$ cat src/verilog/cim_aes_pkg.sv
// shared types, constants and group address tables of the CIM AES-128 controller
package cim_aes_pkg;

    // ----------------------------------------
    // data widths
    // ----------------------------------------
    typedef logic [127:0] block_t;
    typedef logic [7:0]   byte_t;
    typedef logic [2:0]   demux_t;
    typedef logic [5:0]   row_t;
    typedef logic [15:0]  stream_t;
    typedef logic [3:0]   group_t;
    typedef logic [2:0]   beat_t;

    typedef enum logic [1:0] {
        PH_IDLE   = 2'd0,
        PH_READ   = 2'd1,
        PH_LOOKUP = 2'd2,
        PH_OUT    = 2'd3
    } phase_t;

    // ----------------------------------------
    // sequencing constants
    // ----------------------------------------
    localparam int NUM_GROUPS = 11;
    localparam int NUM_BEATS  = 8;
    localparam int NUM_LANES  = 16;
    localparam group_t LAST_GROUP = group_t'(NUM_GROUPS - 1);

    // column demux of the round-key region for each group
    function automatic demux_t group_demux(input group_t g);
        case (g)
            4'd0, 4'd4, 4'd8:  return 3'd7;
            4'd1, 4'd5, 4'd9:  return 3'd6;
            4'd2, 4'd6, 4'd10: return 3'd5;
            4'd3, 4'd7:        return 3'd4;
            default:           return 3'd0;
        endcase
    endfunction

    // four groups share one word line
    function automatic row_t group_row(input group_t g);
        return row_t'(g >> 2);
    endfunction

endpackage

$ cat src/verilog/cim_ctrl_if.sv
// control bundle from the group sequencer to the array port and the state datapath
`timescale 1ns/1ps

interface cim_ctrl_if import cim_aes_pkg::*; ();

    // registered sequencer state
    phase_t phase;
    group_t group;
    beat_t  beat;

    // accepted start, one enabled cycle
    logic   load;

    // high for the single PH_OUT cycle
    logic   done;

    modport seq (
        output phase,
        output group,
        output beat,
        output load,
        output done
    );

    modport data (
        input  phase,
        input  group,
        input  beat,
        input  load,
        input  done
    );

endinterface

$ cat src/verilog/group_sequencer.sv
// group sequencer that steps 11 read/lookup groups and raises the status flags
`timescale 1ns/1ps

module group_sequencer import cim_aes_pkg::*; (
    input  logic CLK,
    input  logic rst,
    input  logic en,
    input  logic start,
    cim_ctrl_if.seq ctrl,
    output logic kvld,
    output logic dvld,
    output logic busy
);

    phase_t state_q;
    group_t group_q;
    beat_t  beat_q;
    logic   accept;

    // start only counts in idle
    assign accept = en && start && (state_q == PH_IDLE);

    assign ctrl.phase = state_q;
    assign ctrl.group = group_q;
    assign ctrl.beat  = beat_q;
    assign ctrl.load  = accept;
    assign ctrl.done  = (state_q == PH_OUT);

    // ----------------------------------------
    // phase FSM with group and beat counters
    // ----------------------------------------
    always_ff @(posedge CLK or posedge rst) begin
        if (rst) begin
            state_q <= PH_IDLE;
            group_q <= '0;
            beat_q  <= '0;
        end else if (en) begin
            case (state_q)
                PH_IDLE: begin
                    if (accept) begin
                        state_q <= PH_READ;
                        group_q <= '0;
                        beat_q  <= '0;
                    end
                end
                PH_READ: begin
                    if (beat_q == beat_t'(NUM_BEATS - 1)) begin
                        beat_q  <= '0;
                        state_q <= PH_LOOKUP;
                    end else begin
                        beat_q <= beat_q + beat_t'(1);
                    end
                end
                PH_LOOKUP: begin
                    if (group_q == LAST_GROUP) begin
                        state_q <= PH_OUT;
                    end else begin
                        group_q <= group_q + group_t'(1);
                        state_q <= PH_READ;
                    end
                end
                PH_OUT: begin
                    state_q <= PH_IDLE;
                end
                default: begin
                    state_q <= PH_IDLE;
                end
            endcase
        end
    end

    // ----------------------------------------
    // status flags
    // ----------------------------------------
    always_ff @(posedge CLK or posedge rst) begin
        if (rst) begin
            kvld <= 1'b0;
            dvld <= 1'b0;
            busy <= 1'b0;
        end else if (en) begin
            // one-cycle pulses
            kvld <= accept;
            dvld <= (state_q == PH_OUT);
            if (accept) begin
                busy <= 1'b1;
            end else if (state_q == PH_OUT) begin
                busy <= 1'b0;
            end
        end
    end

endmodule

$ cat src/flat_wrapper.sv
// flat-port wrapper written by rule: the top's interface ports become plain ports
module group_sequencer_flat import cim_aes_pkg::*;
  (CLK, rst, en, start, kvld, dvld, busy, ctrl_phase, ctrl_group, ctrl_beat, ctrl_load, ctrl_done);
  cim_ctrl_if ctrl_i ();
  input  logic CLK;
  input  logic rst;
  input  logic en;
  input  logic start;
  output logic kvld;
  output logic dvld;
  output logic busy;
  output wire logic [$bits(ctrl_i.phase)-1:0] ctrl_phase;
  output wire logic [$bits(ctrl_i.group)-1:0] ctrl_group;
  output wire logic [$bits(ctrl_i.beat)-1:0] ctrl_beat;
  output wire logic [$bits(ctrl_i.load)-1:0] ctrl_load;
  output wire logic [$bits(ctrl_i.done)-1:0] ctrl_done;
  assign ctrl_phase = ctrl_i.phase;
  assign ctrl_group = ctrl_i.group;
  assign ctrl_beat = ctrl_i.beat;
  assign ctrl_load = ctrl_i.load;
  assign ctrl_done = ctrl_i.done;
  group_sequencer u_core (.CLK(CLK), .rst(rst), .en(en), .start(start), .ctrl(ctrl_i), .kvld(kvld), .dvld(dvld), .busy(busy));
endmodule
$ cat config.mk
export PLATFORM = sky130hd
export DESIGN_NAME = group_sequencer_flat
export DESIGN_NICKNAME = d
export VERILOG_FILES = /design/src/verilog/cim_aes_pkg.sv /design/src/verilog/cim_ctrl_if.sv /design/src/verilog/group_sequencer.sv /design/src/flat_wrapper.sv
export SDC_FILE = /design/constraint.sdc
export NUM_CORES = 1
export LEC_CHECK = 0
export CORE_AREA = 2 2 39 41
export DETAILED_ROUTE_END_ITERATION = 16
export DIE_AREA = 0 0 41 43
export DONT_BUFFER_PORTS = 1
export GPL_ROUTABILITY_DRIVEN = 0
export HOLD_SLACK_MARGIN = 0.1
export SETUP_SLACK_MARGIN = 0.4
export SLEW_MARGIN = 10
export SYNTH_ARGS = -nofsm -noshare
export SYNTH_HDL_FRONTEND = slang
export SYNTH_SLANG_ARGS = --single-unit
$ cat constraint.sdc
create_clock -name CLK -period 1.3 [get_ports CLK]
set_input_delay 0.13 -clock CLK [delete_from_list [all_inputs] [get_ports CLK]]
set_output_delay 0.13 -clock CLK [all_outputs]
set_load 0.02 [all_outputs]
# Word-level counts from Yosys, hierarchy flattened
# Cells that the tools add are included.
# W data, S select, Z words.
[classes]
add_sub_neg = 2
mul = 0
div_mod_pow = 0
n_lt_le_gt_ge = 0
eq_ne = 8
shifts = 0
muxes = 12
bitwise = 0
reduce_logical = 10
[ops]
columns = ["cell", "count"]
rows = [
  ["$mux W4", 2],
  ["$pmux W2 S4", 1],
  ["$pmux W4 S2", 1],
  ["$mux W2", 3],
  ["$mux W3", 2],
  ["$pmux W3 S2", 1],
  ["$reduce_and A3 Y1", 2],
  ["$reduce_bool A2 Y1", 3],
  ["$add A4 B1 Y4 const B", 1],
  ["$eq A2 B2 Y1 const B", 2],
  ["$eq A4 B4 Y1 const B", 1],
  ["$ne A2 B2 Y1 const B", 2],
  ["$reduce_and A4 Y1", 1],
  ["$add A3 B1 Y3 const B", 1],
  ["$eq A3 B3 Y1 const B", 1],
  ["$eq A2 B1 Y1 const B", 1],
  ["$logic_and A1 B1 Y1", 2],
  ["$logic_not A2 Y1", 1],
  ["$mux W1", 2],
  ["$ne A2 B1 Y1 const B", 1],
  ["$reduce_and A2 Y1", 1],
]
[word_totals]
regBits = 12
latchBits = 0
ramBits = 0
rom_bits = 0
in_bits = 4
n_memories = 0

# Depth between registers and ports, before layout
# Gate-level depths: netlist of run 1.
[depth]
word_depth = 4
depth_mapped = 5

# Worst setup path after synthesis of run 1
# Ideal clock, no wire load.
[synth_timing]
kind = "reg2reg"
from = "reg u_core.group_q[0] (netlist: u_core.ctrl.group[0])"
to = "reg u_core.group_q[0] (netlist: u_core.ctrl.group[0])"
setup_time_ps = 79
arrival_ps = 1415
required_ps = 1221
slack_ps = -195
stages_incl_launch_ff = 6
synth_period_minus_slack_ps = 1495
cell_sequence = "dfrtp_1 inv_1 ha_1 and3b_1 or3_4 mux2i_1"
[synth_via]
elab_chain_len = 3
elab_cells_between_ends = 6
cone_classes = "1 x add/sub; 2 x eq/ne; 2 x mux; 1 x reduce/logical"
[synth_rtl]
columns = ["item", "line", "rtl"]
rows = [
  ["start, declared", "group_sequencer.sv:16", "group_t group_q;"],
  ["start signal, assigned", "group_sequencer.sv:58", "group_q <= group_q + group_t'(1);"],
  ["$add A4 B1 Y4 or $eq A4 B4 Y1 (tied branches)", "group_sequencer.sv:58, group_sequencer.sv:55", ""],
  ["$mux W4 or $ne A2 B2 Y1 (tied branches)", "n/a", ""],
  ["$pmux W4 S2 or $reduce_and A4 Y1 (tied branches)", "n/a", ""],
]
# Parallel ways exist; a longest one is shown, timed or not. The select of a mux whose other input is x is not followed.
# A chain may end at the register's enable or synchronous reset.

# Final worst setup path of run 1
[layout_timing]
from = "reg u_core.group_q[1] (netlist: u_core.ctrl.group[1])"
to = "reg u_core.group_q[2] (netlist: u_core.ctrl.group[2])"
# Same word-level chain as after synthesis.

==> impl_metrics.toml, run 1 <==
[outcome]
status = "finished, violations left"
violations = "setup timing"

[synthesis]
ys_seq_area_share_pct = 48.7
synth_area_leaders = "dfrtp_1, ha_1, a22o_1"
ys.flop_type = "dfrtp_1"
synthesis.nets = 67
synth-edff-count = 0
synth_top_area_share_pct = 48.7
ys_ff_latch = 12
ys_async_sr_fraction_pct = 100
synth_common_cells = "dfrtp_1, inv_1, a22o_1, ha_1, nand2_1"
yosysWarnings = 0
synth_largest_area_cell = "dfrtp_1"
netlist_instances = 59
synth.cell_area_um2 = 617
post_synth_num_cell_types = 28
avgSynthCellArea_um2 = 10.5
synth.most_common_cell = "dfrtp_1"

[place]
dp_hpwl_um = 958
port_buffers = 0
dp.cells = 82

[layout]
stdcell_count = 97
fin_nets = 90
drive_gt1_share_pct = 54.3
syn2layout_area_growth_pct = 50.9
num_antenna_cells = 0
utilization_pct = 67.3

[floorplan]
pin_count = 18
chipHeight_um = 43
die_w_um = 41
core_um2 = 1380
rows = 14
start_util_pct = 44.6
dieArea_um2 = 1760

[routing]
wl_um = 1330
route.met3.wl_um = 59
highest_layer = "met4"
routed_via_density = 5.36
wl_met1_um = 609
first_pass_iters = 4
vias = 520
drt_first_iter_violations = 4
drc = 0
met2WireLength_um = 654
wire_per_inst_um = 13.7
ant_nets = 0

[sta]
maxSlewViolCount = 0
slew_headroom_pct = 70.4
min_period_ns = 1.33
hold_violations = 0
holdWs_ns = 0.142
fin_crit_sh_pct = 102
rsz0062_at_grt = "true"
finClkSkew_ns = 0.00532
setup_violations = 3
fin_ws_ns = -0.0275
worst_slew_pin_slew_ns = 0.444
max_freq_mhz = 753
fin_setup_tns_ns = -0.0695

[global_routing]
grt_pass1_wl_um = 2280
track_usage_pct = 19.1
antenna_found_initial = 0
grt_pass1_vias = 528
grt_overflow = 0
grt_max_degree = 13

[critical_path]
crit_chain = "ha_2 -> and3b_1 -> or3_4 -> o21ai_1"
worst-path-stages = 4
cp.arrival_ns = 1.52
crit_fanout = 3
cpPeakStageDelay_ns = 0.42
worstSetupStartpointType = "flop"
critical_path_class = "flop to flop"
path_delay_family = "simple AND/OR/NAND/NOR gates"
cp_slowest_cell = "dfrtp_2"
rr_worst_depth = 4
crit_buf_inv = 0
required_ns = 1.49
worstSetupEndpointType = "flop"

[min_path]
hold_path_class = "input pin to flop"
worst_hold_path.num_cells = 3

[clocking]
path_clk_slew_ns = 0.08
root_buffer = "clkbuf_4"
clock-sinks = 12
cts_buffer_depth = 2
cts_max_level = 1
worst_skew_pair.late_latency_ns = 0.27
cts_buffers = 3
cts_tree = "built"

[power]
ir_worst_vdd_v = 0.00101
cellLeakagePower_nw = 0.406
finalPower_mw = 1.65
cellPowerDensity_nw_per_um2 = 1770

[run]
drv_cap = 0
==> metal layers <==
layer,vias up,global-route usage (%)
met4,0,8.00
met1,248,25.8
met2,15,28.7
met5,-,0
li1,255,-
met3,2,4.19
==> final timing paths <==
kind / start / endpoint / slack (ns)
worst max-delay path: u_core.ctrl.group[1]$_DFFE_PP0P_ / u_core.ctrl.group[2]$_DFFE_PP0P_ / -0.03
worst min-delay path: start / u_core.ctrl.phase[0]$_DFFE_PP0P_ / 0.14
worst max register to register: u_core.ctrl.group[1]$_DFFE_PP0P_ / u_core.ctrl.group[2]$_DFFE_PP0P_ / -0.03
worst min register to register: u_core.ctrl.group[0]$_DFFE_PP0P_ / u_core.ctrl.group[0]$_DFFE_PP0P_ / 0.55
max in group asynchronous: rst / u_core.ctrl.phase[0]$_DFFE_PP0P_ / 0.66
min in group asynchronous: rst / u_core.ctrl.group[0]$_DFFE_PP0P_ / 0.30
==> layout make-up <==
type	count	area, um2
sequential	12	312
fill	101	453
inverter	5	18.8
tap	16	20.0
multi-input combinational	40	352
clock buffer	4	26.3
timing repair buffer	20	203
==> worst min-delay path: cells and delay by family <==
kind | cells | cell delay [ns]
AO/OA/AOI/OAI | 2 | 0.14
AND/OR/NAND/NOR | 1 | 0.10
==> power breakdown <==
part | internal, mW | leakage (nW) | switching (mW)
clock | 0.119 | 0.0150 | 0.120
sequential | 0.497 | 0.142 | 0.197
combinational | 0.390 | 0.249 | 0.326
total | 1.01 | 0.406 | 0.644
==> cell families (layout without fill, tap and decap cells) <==
logic type / count (synthesis) / count (layout) / synth area share, %
compound gates: 17 / 17 / 19.7
simple gates: 17 / 17 / 15.2
mux: 2 / 2 / 3.45
buf+inv: 7 / 29 / 4.87
flops: 12 / 12 / 48.7
fa+ha+maj: 4 / 4 / 8.11
==> flip-flops by register name, indices dropped and copies added (netlist names) <==
register           count
u_core.ctrl.beat       3
u_core.busy            1
u_core.kvld            1
u_core.ctrl.group      4
u_core.ctrl.phase      2
u_core.dvld            1
==> repair_timing <==
| item | CTS | global route |
|---|---|---|
| hold buffers | 3 | 0 |
| endpoints found under the setup margin | 23 | 23 |
| hold endpoints to repair | 18 | 0 |
| pin swaps | 5 | 1 |
| gates resized for setup | 14 | 1 |
| setup buffers | 8 | 0 |
==> stage by stage <==
| step | cell area, um2 | setup WS, ns |
|---|---|---|
| finish | 931 | -0.0275 |
| global route | 931 | -0.0937 |
| CTS | 927 | -0.0272 |
| detailed placement | 764 | -0.0127 |
| global placement | 764 | 0.0145 |
| floorplan | 693 | -0.0473 |
==> cells in the final DEF, fill, tap and decap left out, drive strengths merged <==
master       instances
o31ai                1
o221ai               1
nand2                4
and3b                1
mux2                 1
nand3                2
inv                  5
a21o                 1
buf                 17
nor3                 1
a21oi                1
o22ai                2
and2                 2
and2b                1
dfrtp               12
nand2b               1
mux2i                1
a22o                 4
clkbuf               4
a211oi               1
or3                  1
o21ai                5
nor2b                1
dlygate4sd3          3
a211o                1
nor2                 3
ha                   4
Note: power is estimated with default switching activity, not from simulation.
==> inputs of run 2 (changes only) <==
Settings changed: BUFFER_PORTS_ARGS set to -buffer_cell sky130_fd_sc_hd__buf_4, CORE_AREA 2 2 39 41 to unset, CORE_MARGIN set to 2, CORE_UTILIZATION set to 43, DIE_AREA 0 0 41 43 to unset, DONT_BUFFER_PORTS 1 to unset, PLACE_DENSITY set to 0.71.
==> impl_metrics.toml, run 2 (same netlist as run 1, synthesis figures left out) <==
[outcome]
status = "finished, violations left"
violations = "setup timing"

[sta]
fin_ws_ns = -0.0843
maxSlewViolCount = 0
hold_violations = 0
min_period_ns = 1.38
finClkSkew_ns = 0.0134
rsz0062_at_grt = "true"
fin_setup_tns_ns = -0.159
worst_slew_pin_slew_ns = 0.292
max_freq_mhz = 722
fin_crit_sh_pct = 106
setup_violations = 4
slew_headroom_pct = 80.5

[layout]
syn2layout_area_growth_pct = 80.3
num_antenna_cells = 0
fin_nets = 107
drive_gt1_share_pct = 66.3
layout_common_cells = "buf_6, buf_4, dfrtp_2"
utilization_pct = 84.4
final_cell_area_um2 = 1110
layout_commonest_cell = "buf_6"
largest_reg_flops = 4

[min_path]
worst_hold_path.num_cells = 2
hold_path_class = "input pin to flop"
hold_path_end = "u_core.kvld$_DFFE_PP0P_"
worstHoldStart = "en"

[floorplan]
chipHeight_um = 41.9
die_w_um = 41.9
dieArea_um2 = 1750
start_util_pct = 46.8
rows = 13
core_um2 = 1320
pin_count = 18

[global_routing]
grt_pass1_vias = 600
grt_overflow = 0
antenna_found_initial = 0
grt_max_degree = 13
track_usage_pct = 21.7
grt_pass1_wl_um = 2840

[power]
cellLeakagePower_nw = 0.503
intPower_mw = 1.22
clockPowerShare_pct = 12.5
cellPowerDensity_nw_per_um2 = 1780
power.switching_uw = 759
finalPower_mw = 1.98
power_frac_comb_pct = 55.4
switching_share_pct = 38.4
power_frac_seq_pct = 32.1
ir_worst_vdd_v = 0.00114

[clocking]
path_clk_slew_ns = 0.09
cts_buffers = 3
clock-sinks = 12
root_buffer = "clkbuf_4"
worst_skew_pair.late_latency_ns = 0.28
cts_max_level = 1
cts_tree = "built"
cts_buffer_depth = 2

[critical_path]
r2r_start = "u_core.ctrl.group[1]$_DFFE_PP0P_"
rrSetupSlack_ns = -0.03
worstSetupStartpointType = "flop"
worstSetupEndpointType = "output port"
rr_worst_depth = 4
cp-startpoint = "u_core.ctrl.phase[1]$_DFFE_PP0P_"
crit_fanout = 3
required_ns = 1.17
critical_path_class = "flop to output port"
cp.arrival_ns = 1.25
r2r-end = "u_core.ctrl.group[2]$_DFFE_PP0P_"

[routing]
vias = 624
drt_first_iter_violations = 8
ant_nets = 0
wl_um = 1830
first_pass_iters = 4
wire_per_inst_um = 16.2
drc = 0
routed_via_density = 5.52

[place]
placed_area_um2 = 853
dp_hpwl_um = 970
port_buffers = 17

[run]
drv_cap = 0
## run 2: timing repair
action                                  CTS  global route
pin swaps                                 3             4
buffers inserted                         12             3
hold endpoints to repair                 12             0
hold buffers                              1             0
endpoints found under the setup margin   26            38
resized for setup                        21             8
## run 2: power groups by stage
stage,Combinational [mW],Clock (mW),Sequential [mW]
3_3_place_gp,0.736,0,0.643
3_5_place_dp,0.755,0,0.647
2_1_floorplan,0.344,0,0.749
5_1_grt,1.18,0.264,0.646
6_report,1.10,0.248,0.635
4_1_cts,1.01,0.242,0.632
## run 2: final cells by class
cell class | instances | area, um2
multi-input cells | 40 | 377
repair buffers | 37 | 359
flip-flops and latches | 12 | 309
fillers | 73 | 205
clock buffers | 4 | 26.3
inverters | 5 | 22.5
well taps | 15 | 18.8
## run 2: per-stage QoR
step	worst slack (ns)	hold WS [ns]	cells
after floorplan	-0.0473	-0.00577	59
after global placement	0.0206	0.167	93
after detailed placement	-0.0395	0.170	93
after CTS	-0.0281	0.140	110
after global routing	-0.112	0.154	113
final	-0.0843	0.152	113
## run 2: worst max path at each step
stage	end	slack [ns]	cells past startpoint
floorplan	u_core.ctrl.group[0]$_DFFE_PP0P_	-0.05	5
global placement	u_core.ctrl.group[0]$_DFFE_PP0P_	0.02	5
detailed placement	u_core.ctrl.group[0]$_DFFE_PP0P_	-0.04	5
CTS	u_core.ctrl.group[0]$_DFFE_PP0P_	-0.03	5
global route	u_core.ctrl.group[0]$_DFFE_PP0P_	-0.11	5
finish	ctrl_load	-0.08	4
## run 2: worst max-delay path, cell delays in order, from the launching register on
cell     delay (ns)
dfrtp_2        0.45
and2b_2        0.27
nand2_4        0.06
nor2_4         0.08
buf_6          0.12
## run 2: routing by layer
metal | up-vias | global-route usage [%] | wire, um
met5 | - | 0 | 0
met4 | 0 | 7.74 | 27
met3 | 6 | 3.04 | 114
met2 | 27 | 34.7 | 895
met1 | 302 | 29.9 | 793
li1 | 289 | - | -
