==> src/verilog/cim_aes_pkg.sv <==
// shared types, constants and group address tables of the CIM AES-128 controller
package cim_aes_pkg;

    // ----------------------------------------
    // data widths
    // ----------------------------------------
    typedef logic [127:0] block_t;
    typedef logic [7:0]   byte_t;
    typedef logic [2:0]   demux_t;
    typedef logic [5:0]   row_t;
    typedef logic [15:0]  stream_t;
    typedef logic [3:0]   group_t;
    typedef logic [2:0]   beat_t;

    typedef enum logic [1:0] {
        PH_IDLE   = 2'd0,
        PH_READ   = 2'd1,
        PH_LOOKUP = 2'd2,
        PH_OUT    = 2'd3
    } phase_t;

    // ----------------------------------------
    // sequencing constants
    // ----------------------------------------
    localparam int NUM_GROUPS = 11;
    localparam int NUM_BEATS  = 8;
    localparam int NUM_LANES  = 16;
    localparam group_t LAST_GROUP = group_t'(NUM_GROUPS - 1);

    // column demux of the round-key region for each group
    function automatic demux_t group_demux(input group_t g);
        case (g)
            4'd0, 4'd4, 4'd8:  return 3'd7;
            4'd1, 4'd5, 4'd9:  return 3'd6;
            4'd2, 4'd6, 4'd10: return 3'd5;
            4'd3, 4'd7:        return 3'd4;
            default:           return 3'd0;
        endcase
    endfunction

    // four groups share one word line
    function automatic row_t group_row(input group_t g);
        return row_t'(g >> 2);
    endfunction

endpackage

==> src/verilog/cim_ctrl_if.sv <==
// control bundle from the group sequencer to the array port and the state datapath
`timescale 1ns/1ps

interface cim_ctrl_if import cim_aes_pkg::*; ();

    // registered sequencer state
    phase_t phase;
    group_t group;
    beat_t  beat;

    // accepted start, one enabled cycle
    logic   load;

    // high for the single PH_OUT cycle
    logic   done;

    modport seq (
        output phase,
        output group,
        output beat,
        output load,
        output done
    );

    modport data (
        input  phase,
        input  group,
        input  beat,
        input  load,
        input  done
    );

endinterface

==> src/verilog/aes_mix_core.sv <==
// AES ShiftRows with optional MixColumns on one 128-bit state
`timescale 1ns/1ps

module aes_mix_core import cim_aes_pkg::*; (
    input  block_t state_in,
    input  logic   with_mix,
    output block_t state_out
);

    block_t shifted;

    // byte 4c+r sits at bits 127-8(4c+r), row r and column c
    function automatic byte_t get_byte(input block_t s, input int idx);
        return s[127 - 8 * idx -: 8];
    endfunction

    // multiply by x in GF(2^8)
    function automatic byte_t xtime(input byte_t b);
        return {b[6:0], 1'b0} ^ (b[7] ? 8'h1b : 8'h00);
    endfunction

    function automatic block_t shift_rows(input block_t s);
        block_t t;
        for (int c = 0; c < 4; c++) begin
            for (int r = 0; r < 4; r++) begin
                t[127 - 8 * (4 * c + r) -: 8] = get_byte(s, 4 * ((c + r) % 4) + r);
            end
        end
        return t;
    endfunction

    function automatic block_t mix_columns(input block_t s);
        block_t t;
        byte_t  a0;
        byte_t  a1;
        byte_t  a2;
        byte_t  a3;
        for (int c = 0; c < 4; c++) begin
            a0 = get_byte(s, 4 * c);
            a1 = get_byte(s, 4 * c + 1);
            a2 = get_byte(s, 4 * c + 2);
            a3 = get_byte(s, 4 * c + 3);
            // 2 3 1 1 circulant
            t[127 - 32 * c -: 8]  = xtime(a0) ^ xtime(a1) ^ a1 ^ a2 ^ a3;
            t[119 - 32 * c -: 8]  = a0 ^ xtime(a1) ^ xtime(a2) ^ a2 ^ a3;
            t[111 - 32 * c -: 8]  = a0 ^ a1 ^ xtime(a2) ^ xtime(a3) ^ a3;
            t[103 - 32 * c -: 8]  = xtime(a0) ^ a0 ^ a1 ^ a2 ^ xtime(a3);
        end
        return t;
    endfunction

    assign shifted   = shift_rows(state_in);
    assign state_out = with_mix ? mix_columns(shifted) : shifted;

endmodule

==> src/verilog/state_datapath.sv <==
// state datapath holding plaintext and key, selecting the stream source and loading dout
`timescale 1ns/1ps

module state_datapath import cim_aes_pkg::*; (
    input  logic     CLK,
    input  logic     rst,
    input  logic     en,
    cim_ctrl_if.data ctrl,
    input  block_t   din,
    input  block_t   kin,
    input  block_t   captured,
    output block_t   next_src,
    output block_t   dout
);

    block_t din_q;
    block_t key_q;
    block_t mixed;
    block_t shifted;

    // full round for the middle groups
    aes_mix_core u_mix (
        .state_in  (captured),
        .with_mix  (1'b1),
        .state_out (mixed)
    );

    // last round skips MixColumns
    aes_mix_core u_shift (
        .state_in  (captured),
        .with_mix  (1'b0),
        .state_out (shifted)
    );

    always_ff @(posedge CLK) begin
        if (en && ctrl.load) begin
            din_q <= din;
            key_q <= kin;
        end
    end

    // group 0 streams the plaintext for the first AddRoundKey
    assign next_src = (ctrl.group == '0) ? din_q : mixed;

    always_ff @(posedge CLK or posedge rst) begin
        if (rst) begin
            dout <= '0;
        end else if (en && ctrl.done) begin
            dout <= shifted ^ key_q;
        end
    end

endmodule

==> src/flat_wrapper.sv <==
// flat-port wrapper written by rule: the top's interface ports become plain ports
module state_datapath_flat import cim_aes_pkg::*;
  (CLK, rst, en, din, kin, captured, next_src, dout, ctrl_phase, ctrl_group, ctrl_beat, ctrl_load, ctrl_done);
  cim_ctrl_if ctrl_i ();
  input  logic CLK;
  input  logic rst;
  input  logic en;
  input  block_t din;
  input  block_t kin;
  input  block_t captured;
  output block_t next_src;
  output block_t dout;
  input wire logic [$bits(ctrl_i.phase)-1:0] ctrl_phase;
  input wire logic [$bits(ctrl_i.group)-1:0] ctrl_group;
  input wire logic [$bits(ctrl_i.beat)-1:0] ctrl_beat;
  input wire logic [$bits(ctrl_i.load)-1:0] ctrl_load;
  input wire logic [$bits(ctrl_i.done)-1:0] ctrl_done;
  assign ctrl_i.phase = ctrl_phase;
  assign ctrl_i.group = ctrl_group;
  assign ctrl_i.beat = ctrl_beat;
  assign ctrl_i.load = ctrl_load;
  assign ctrl_i.done = ctrl_done;
  state_datapath u_core (.CLK(CLK), .rst(rst), .en(en), .ctrl(ctrl_i), .din(din), .kin(kin), .captured(captured), .next_src(next_src), .dout(dout));
endmodule
==> config.mk <==
export PLATFORM = sky130hd
export DESIGN_NAME = state_datapath_flat
export DESIGN_NICKNAME = d
export VERILOG_FILES = /design/src/verilog/cim_aes_pkg.sv /design/src/verilog/cim_ctrl_if.sv /design/src/verilog/aes_mix_core.sv /design/src/verilog/state_datapath.sv /design/src/flat_wrapper.sv
export SDC_FILE = /design/constraint.sdc
export NUM_CORES = 1
export LEC_CHECK = 0
export BUFFER_PORTS_ARGS = -buffer_cell sky130_fd_sc_hd__buf_2
export CORE_AREA = 2 2 258 260
export CTS_CLUSTER_SIZE = 12
export DETAILED_ROUTE_END_ITERATION = 12
export DIE_AREA = 0 0 260 262
export SKIP_CTS_REPAIR_TIMING = 1
export SYNTH_ARGS = -nofsm -noshare
export SYNTH_HDL_FRONTEND = slang
export SYNTH_SLANG_ARGS = --single-unit
==> constraint.sdc <==
create_clock -name CLK -period 4.57 [get_ports CLK]
set_input_delay 0.2285 -clock CLK [delete_from_list [all_inputs] [get_ports CLK]]
set_output_delay 0.2285 -clock CLK [all_outputs]
set_load 0.02 [all_outputs]
# == Word-level counts from Yosys, hierarchy flattened ==
# Index checks and enable logic that the tools add are counted.
# totals
ff_bits,384
in_bits,398
output_inout_bits,256
elab_cells,104
# op_classes
n_mux,17
bitwise_logic,81
reduce_logical,3
# ops
op,n
8-bit XOR,69
128-bit 2-to-1 mux,1
128-bit XOR,1
8-bit by 5-bit XOR with 8-bit output,11
5-bit 2-to-1 mux,16
4-bit zero test,1
1-bit logical AND,2

# == Depth between registers and ports, before layout ==
# Gate-level depths: netlist of run 1.
# logic_depth
word_depth,7
mapped_depth,6
ltp_nobuf,3

# == Cells and area by module ==
# Synthesis of run 1 repeated with hierarchy kept, for this count alone.
# hier_totals
cells_unflattened,2182
hier_area_um2,26813.2
# by_module_without_submodules
module,instances,cells_per_inst,area_each_um2
state_datapath,1,958,15640.0
aes_mix_core,2,612,5586.6

# == Least setup slack after synthesis of run 1 ==
# No wires, ideal clock.
# synth_timing
kind,input to register
startpoint,in en
endpoint,reg u_core.din_q[0] (enable)
setup_time_ns,0.648
t_arrival_ns,6.014
setup_slack_ns,-2.092
cell_stages,1
path_buffers,0
path_cell_list,and2_1
# synth_via
elab_chain_cells,1
# synth_rtl
item,line_no,source
start: declaration,flat_wrapper.sv:7,input logic en;
1-bit logical AND,state_datapath.sv:36,if (en && ctrl.load) begin
end signal: assignment,state_datapath.sv:37,din_q <= din;
end: declaration,state_datapath.sv:16,block_t din_q;
# No other way between the ends.
# A chain may end at the register's enable or synchronous reset.

# == Worst setup path after layout of run 1 ==
# layout_timing
startpoint,in captured[63]
endpoint,out next_src[59]
# layout_via
elab_chain_cells,7
# layout_rtl
item,line_no,source
start: declaration,flat_wrapper.sv:10,input block_t captured;
5-bit 2-to-1 mux,aes_mix_core.sv:19,"return {b[6:0], 1'b0} ^ (b[7] ? 8'h1b : 8'h00);"
8-bit XOR,aes_mix_core.sv:19,
8-bit XOR (4 in series),aes_mix_core.sv:44,t[127 - 32 * c -: 8] = xtime(a0) ^ xtime(a1) ^ a1 ^ a2 ^ a3;
128-bit 2-to-1 mux,state_datapath.sv:43,assign next_src = (ctrl.group == '0) ? din_q : mixed;
end: declaration,flat_wrapper.sv:11,output block_t next_src;
# No other way between the ends.

==> flow_summary.yaml, run 1 <==
grt:
  grt_max_degree: 124
  grt_pass1_vias: 13600
  track_usage_pct: 17.2
  overflow: 0
  antenna_found_initial: 11
  grt_pass1_wl_um: 87000
routing:
  ant_nets: 0
  viasPerCell: 4.48
  totalWireLength_um: 63800
  vias: 14300
  drtPass1Iterations: 5
  wire_per_inst_um: 20.0
  drt_iter0_drc: 924
  post-route-drc-count: 0
floorplan:
  dieArea_mm2: 0.0681
  io_pins: 654
  dieWidth_um: 260
  die_h_um: 262
  floorplan.initialDensity_pct: 30.6
  core_area_mm2: 0.0653
  std_cell_rows: 94
power:
  power.leakage_nw: 12.1
  p_per_area_mw_per_mm2: 398
  ir_drop_v: 0.000307
clock_tree:
  worstSkewPairLatency_ns: 0.57
  clock_sinks: 384
  htree_num_levels: 2
  cts_made_buffers: 44
  clockBufferDepth: 3
  root_buffer: "clkbuf_16"
  cts_tree: "yes"
  clk_pin_slew_ns: 0.06
synthesis:
  ys_warn_count: 0
  async_reset_ff_share_pct: 33.3
  synth_top_area_share_pct: 38.4
  yosys.cell_types.count: 24
  synth-seq-cells: 384
  synth.net_count: 1855
  synth_top_cell_by_area: "edfxtp_1"
  syn_avg_cell_area_um2: 13.7
  yosysMostFrequentCell: "edfxtp_1"
  synth_area_leaders: "edfxtp_1, dfrtp_1, xnor3_1"
  syn_inst: 1457
  synthTopCellsByCount: "edfxtp_1, xnor2_1, a21oi_1, dfrtp_1, nor2_1"
  synth_ff_type: "edfxtp_1"
  synth_area_mm2: 0.0200
  synth_edf_count: 256
  seq_area_frac_synth_pct: 54.5
sta:
  hold_viol: 0
  worst_pin_slew_ns: 0.928
  period_needed_ns: 2.07
  drv_slew: 0
  skew_ns: 0.0108
  fmax_mhz: 482
  setup_tns_ns: 0
  slew_headroom_pct: 38.1
  grt_setup_unrepaired: "false"
  post-route-period-util_pct: 45.4
  setup_viol: 0
cells_and_area:
  final_area_mm2: 0.0279
  instances_no_fill: 3195
  fill_cells: 5972
  layout.nets: 2687
  drive_gt1_share_pct: 32.0
  syn2layout_area_growth_pct: 39.7
min_path:
  holdCritPathClass: "in -> reg"
place:
  place_congestion: 0.871
  place_inst: 2850
  hpwl_um: 46300
  port_buffers: 648
  place_area_mm2: 0.0239
setup_path:
  startpoint_type: "input pin"
  r2r_setup_slack_ns: 3.58
  path_class: "in -> out"
  crit_path_end_kind: "output port"
  required_ns: 4.34
  crit_path_max_fanout: 8
  cp_data_arrival_time_ns: 1.85
outcome:
  outcome: "complete, no violations"
run:
  drv_cap: 0
## layout by cell type (no fill, tap or decap)
master         instances
dlygate4sd3_1        257
nor2_1               128
clkbuf_8               6
xnor2_1              207
xnor3_2                1
mux2_2                12
xor2_1                62
clkinv_1               6
clkinvlp_4             2
and2_4                 2
nor4_4                 1
clkinv_2               2
clkinv_4               1
xnor3_1              125
xor3_1                37
dfrtp_1              128
clkbuf_16             45
edfxtp_1             256
buf_4                  3
o21ai_0              104
buf_2                648
o21ai_1               12
inv_6                  4
xnor2_2                2
buf_12                 7
clkbuf_1              14
diode_2                6
xor2_2                 6
nand2_1              116
a21oi_1              128
bufinv_16              3
## logic make-up after synthesis
logic type / after synthesis / synth area share [%]
muxes: 12 / 0.676
xor gates and xnor gates: 440 / 31.0
DFF: 384 / 54.5
and+or+nand+nor: 247 / 4.75
AOI/OAI and AO/OA: 244 / 6.11
buffers and inverters: 130 / 2.97
## registers in the layout, indices dropped and copies added (netlist names)
register      flops
u_core.key_q    128
u_core.dout     128
u_core.din_q    128
## path summary, 6_finish.rpt
| check | from | end | cells past startpoint |
|---|---|---|---|
| max | captured[63] | next_src[59] | 5 |
| min | captured[118] | u_core.dout[22] | 3 |
| max reg2reg | u_core.key_q[62] | u_core.dout[62] | 2 |
| min reg2reg | u_core.dout[9] | u_core.dout[9] | 2 |
| max in group asynchronous | rst | u_core.dout[54] | 4 |
| min in group asynchronous | rst | u_core.dout[122] | 3 |
## through the flow
step                      power [mW]  utilization [%]  hold slack (ns)  worst slack, ns
after global placement          7.39             36.6            0.375             2.53
after floorplan                 6.28                -            0.327            0.746
after detailed placement        7.43             36.6            0.385             2.50
after CTS                       11.0             38.8           -0.244             2.50
after global routing            11.6             42.8           0.0166             2.42
final                           11.1             42.8           0.0297             2.50
## cell type report
class / count / area, um2 / share of cell area, %
inverter: 1 / 8.76 / 0.0314
timing repair buffer: 915 / 5980 / 21.4
clock inverter: 17 / 173 / 0.618
clock buffer: 65 / 1260 / 4.52
tap: 864 / 1080 / 3.87
sequential: 384 / 10900 / 39.0
antenna: 6 / 15.0 / 0.0538
multi-input combinational: 943 / 8520 / 30.5
## worst max-delay path, cell delays in order
cell and delay, ns:
buf_2 0.28, xor3_1 0.50, xnor3_1 0.44, o21ai_0 0.19, buf_2 0.20
## power by group
group          total (mW)  switching (mW)  internal (mW)
Combinational        3.31            1.85           1.46
Sequential           4.24           0.156           4.08
Clock                3.56            1.47           2.09
## per-layer routing
metal | up-vias | part of all wire, % | track usage (%) | wire [um]
li1 | 6670 | - | - | -
met3 | 130 | 6.7 | 4.86 | 4280
met2 | 559 | 50 | 28.5 | 31900
met4 | 8 | 3.2 | 7.33 | 2030
met5 | - | 0.094 | 0 | 60
met1 | 6960 | 40 | 21.0 | 25600
(Power assumes the default switching activity.)
==> inputs of run 2 (changes only) <==
--- a/config.mk
+++ b/config.mk
@@ -5,11 +5,12 @@
 export SDC_FILE = /design/constraint.sdc
 export NUM_CORES = 1
 export LEC_CHECK = 0
+export ABC_AREA = 1
 export BUFFER_PORTS_ARGS = -buffer_cell sky130_fd_sc_hd__buf_2
-export CORE_AREA = 2 2 258 260
+export CORE_AREA = 2 2 256 258
 export CTS_CLUSTER_SIZE = 12
 export DETAILED_ROUTE_END_ITERATION = 12
-export DIE_AREA = 0 0 260 262
+export DIE_AREA = 0 0 258 260
 export SKIP_CTS_REPAIR_TIMING = 1
 export SYNTH_ARGS = -nofsm -noshare
 export SYNTH_HDL_FRONTEND = slang
==> constraint.sdc (replaced) <==
create_clock -name CLK -period 1.9 [get_ports CLK]
set_input_delay 0.095 -clock CLK [delete_from_list [all_inputs] [get_ports CLK]]
set_output_delay 0.095 -clock CLK [all_outputs]
set_load 0.02 [all_outputs]
==> flow_summary.yaml, run 2 <==
synthesis:
  synth-seq-cells: 384
  syn_avg_cell_area_um2: 7.59
  synth_top_cell_by_area: "edfxtp_1"
  syn_inst: 2920
  yosysMostFrequentCell: "nand2_1"
  synth_ff_type: "edfxtp_1"
  synthTopCellsByCount: "nand2_1, nand3_1, edfxtp_1"
  async_reset_ff_share_pct: 33.3
  synth.net_count: 3318
  yosys.cell_types.count: 19
  synth_area_leaders: "edfxtp_1, nand2_1, dfrtp_1"
  synth_top_area_share_pct: 34.7
  seq_area_frac_synth_pct: 49.1
  ys_warn_count: 0
  synth_edf_count: 256
  synth_area_mm2: 0.0222
sta:
  holdWs_ns: -0.0449
  setup_tns_ns: 0
  skew_ns: 0.0226
  setup_viol: 0
  post-route-period-util_pct: 99.8
  worst_pin_slew_ns: 0.554
  hold_viol: 8
  fmax_mhz: 527
  period_needed_ns: 1.90
  slew_headroom_pct: 62.8
  drv_slew: 0
grt:
  overflow: 0
  grt_max_degree: 67
  grt_pass1_vias: 19000
  track_usage_pct: 22.1
  grt_pass1_wl_um: 114000
  antenna_found_initial: 8
routing:
  drtPass1Iterations: 7
  post-route-drc-count: 0
  drt_iter0_drc: 1741
  vias: 22400
  ant_nets: 0
  wire_per_inst_um: 17.2
  viasPerCell: 4.70
  totalWireLength_um: 81800
setup_path:
  startpoint_type: "input pin"
  path_class: "in -> out"
  r2r_setup_slack_ns: 0.76
  cp_data_arrival_time_ns: 1.80
  crit_path_end_kind: "output port"
  crit_path_max_fanout: 5
  required_ns: 1.80
floorplan:
  floorplan.initialDensity_pct: 34.6
  die_h_um: 260
  std_cell_rows: 93
  io_pins: 654
  dieArea_mm2: 0.0671
  dieWidth_um: 258
  core_area_mm2: 0.0641
cells_and_area:
  top_regs: "u_core.din_q (128), u_core.dout (128), u_core.key_q (128)"
  layout.nets: 4266
  layout_common_cells: "nand2_1, buf_2, dlygate4sd3_1"
  final_area_mm2: 0.0311
  syn2layout_area_growth_pct: 40.4
  fill_cells: 6127
  drive_gt1_share_pct: 19.9
  final_common_cell: "nand2_1"
place:
  port_buffers: 648
  place_area_mm2: 0.0263
  hpwl_um: 60700
  place_congestion: 0.905
clock_tree:
  clock_sinks: 384
  cts_made_buffers: 43
  htree_num_levels: 2
  clockBufferDepth: 3
  clk_pin_slew_ns: 0.06
  cts_tree: "yes"
  worstSkewPairLatency_ns: 0.57
  root_buffer: "clkbuf_16"
outcome:
  outcome: "complete, but fails checks"
  violations: "hold timing"
power:
  finalPower_mw: 25.2
  power.leakage_nw: 15.7
  ir_drop_v: 0.000760
  p_per_area_mw_per_mm2: 811
min_path:
  holdCritPathClass: "in -> reg"
run:
  drv_cap: 0
[run 2: kinds of logic after synthesis]
family / count (synthesis) / synth area share [%]
AND/OR/NAND/NOR: 1868 / 33.7
flip-flops: 384 / 49.1
buffers and inverters: 361 / 7.24
XOR/XNOR: 178 / 7.03
AO/OA/AOI/OAI: 129 / 2.91
[run 2: routing by layer]
layer  wire (um)  track usage (%)
met5          33                0
met4        2430             6.42
met3        5070             3.64
met2       41400             39.5
met1       32800             27.4
[run 2: cell type report]
class / count / area (um2) / area share, %
multi-input cells: 2175 / 9710 / 31.2
well taps: 855 / 1070 / 3.44
diodes: 5 / 12.5 / 0.0402
clock buffers: 67 / 1250 / 4.01
clock inverters: 12 / 110 / 0.354
repair buffers: 1042 / 7230 / 23.2
inverters: 222 / 843 / 2.71
flip-flops and latches: 384 / 10900 / 35.0
[run 2: final timing paths]
path / startpoint / end / depth (start not counted)
max: captured[122] / next_src[106] / 8
min: captured[116] / u_core.dout[20] / 3
max reg2reg: u_core.key_q[108] / u_core.dout[108] / 2
min reg2reg: u_core.dout[1] / u_core.dout[1] / 2
max in group asynchronous: rst / u_core.dout[99] / 4
min in group asynchronous: rst / u_core.dout[48] / 4
[run 2: report_power, final]
group          leakage (nW)  switching, mW  internal [mW]
sequential             3.99          0.375           9.80
clock                 0.663           3.54           4.67
combinational          11.1           4.31           2.53
total                  15.7           8.23           17.0
[run 2: worst max-delay path, stage by stage]
cell           delay, ns
dlygate4sd3_1       0.54
buf_2               0.20
xnor2_1             0.38
inv_1               0.11
nand3_1             0.09
nand3_1             0.14
nand2_1             0.09
buf_2               0.16
[run 2: through the flow]
stage | std cells | util [%] | worst slack (ns)
2_1_floorplan | 2920 | - | -2.45
3_3_place_gp | 4330 | 41.0 | 0.364
3_5_place_dp | 4330 | 41.0 | 0.359
4_1_cts | 4409 | 43.1 | 0.359
5_1_grt | 4761 | 48.5 | -0.0309
6_report | 4762 | 48.5 | 0.00344
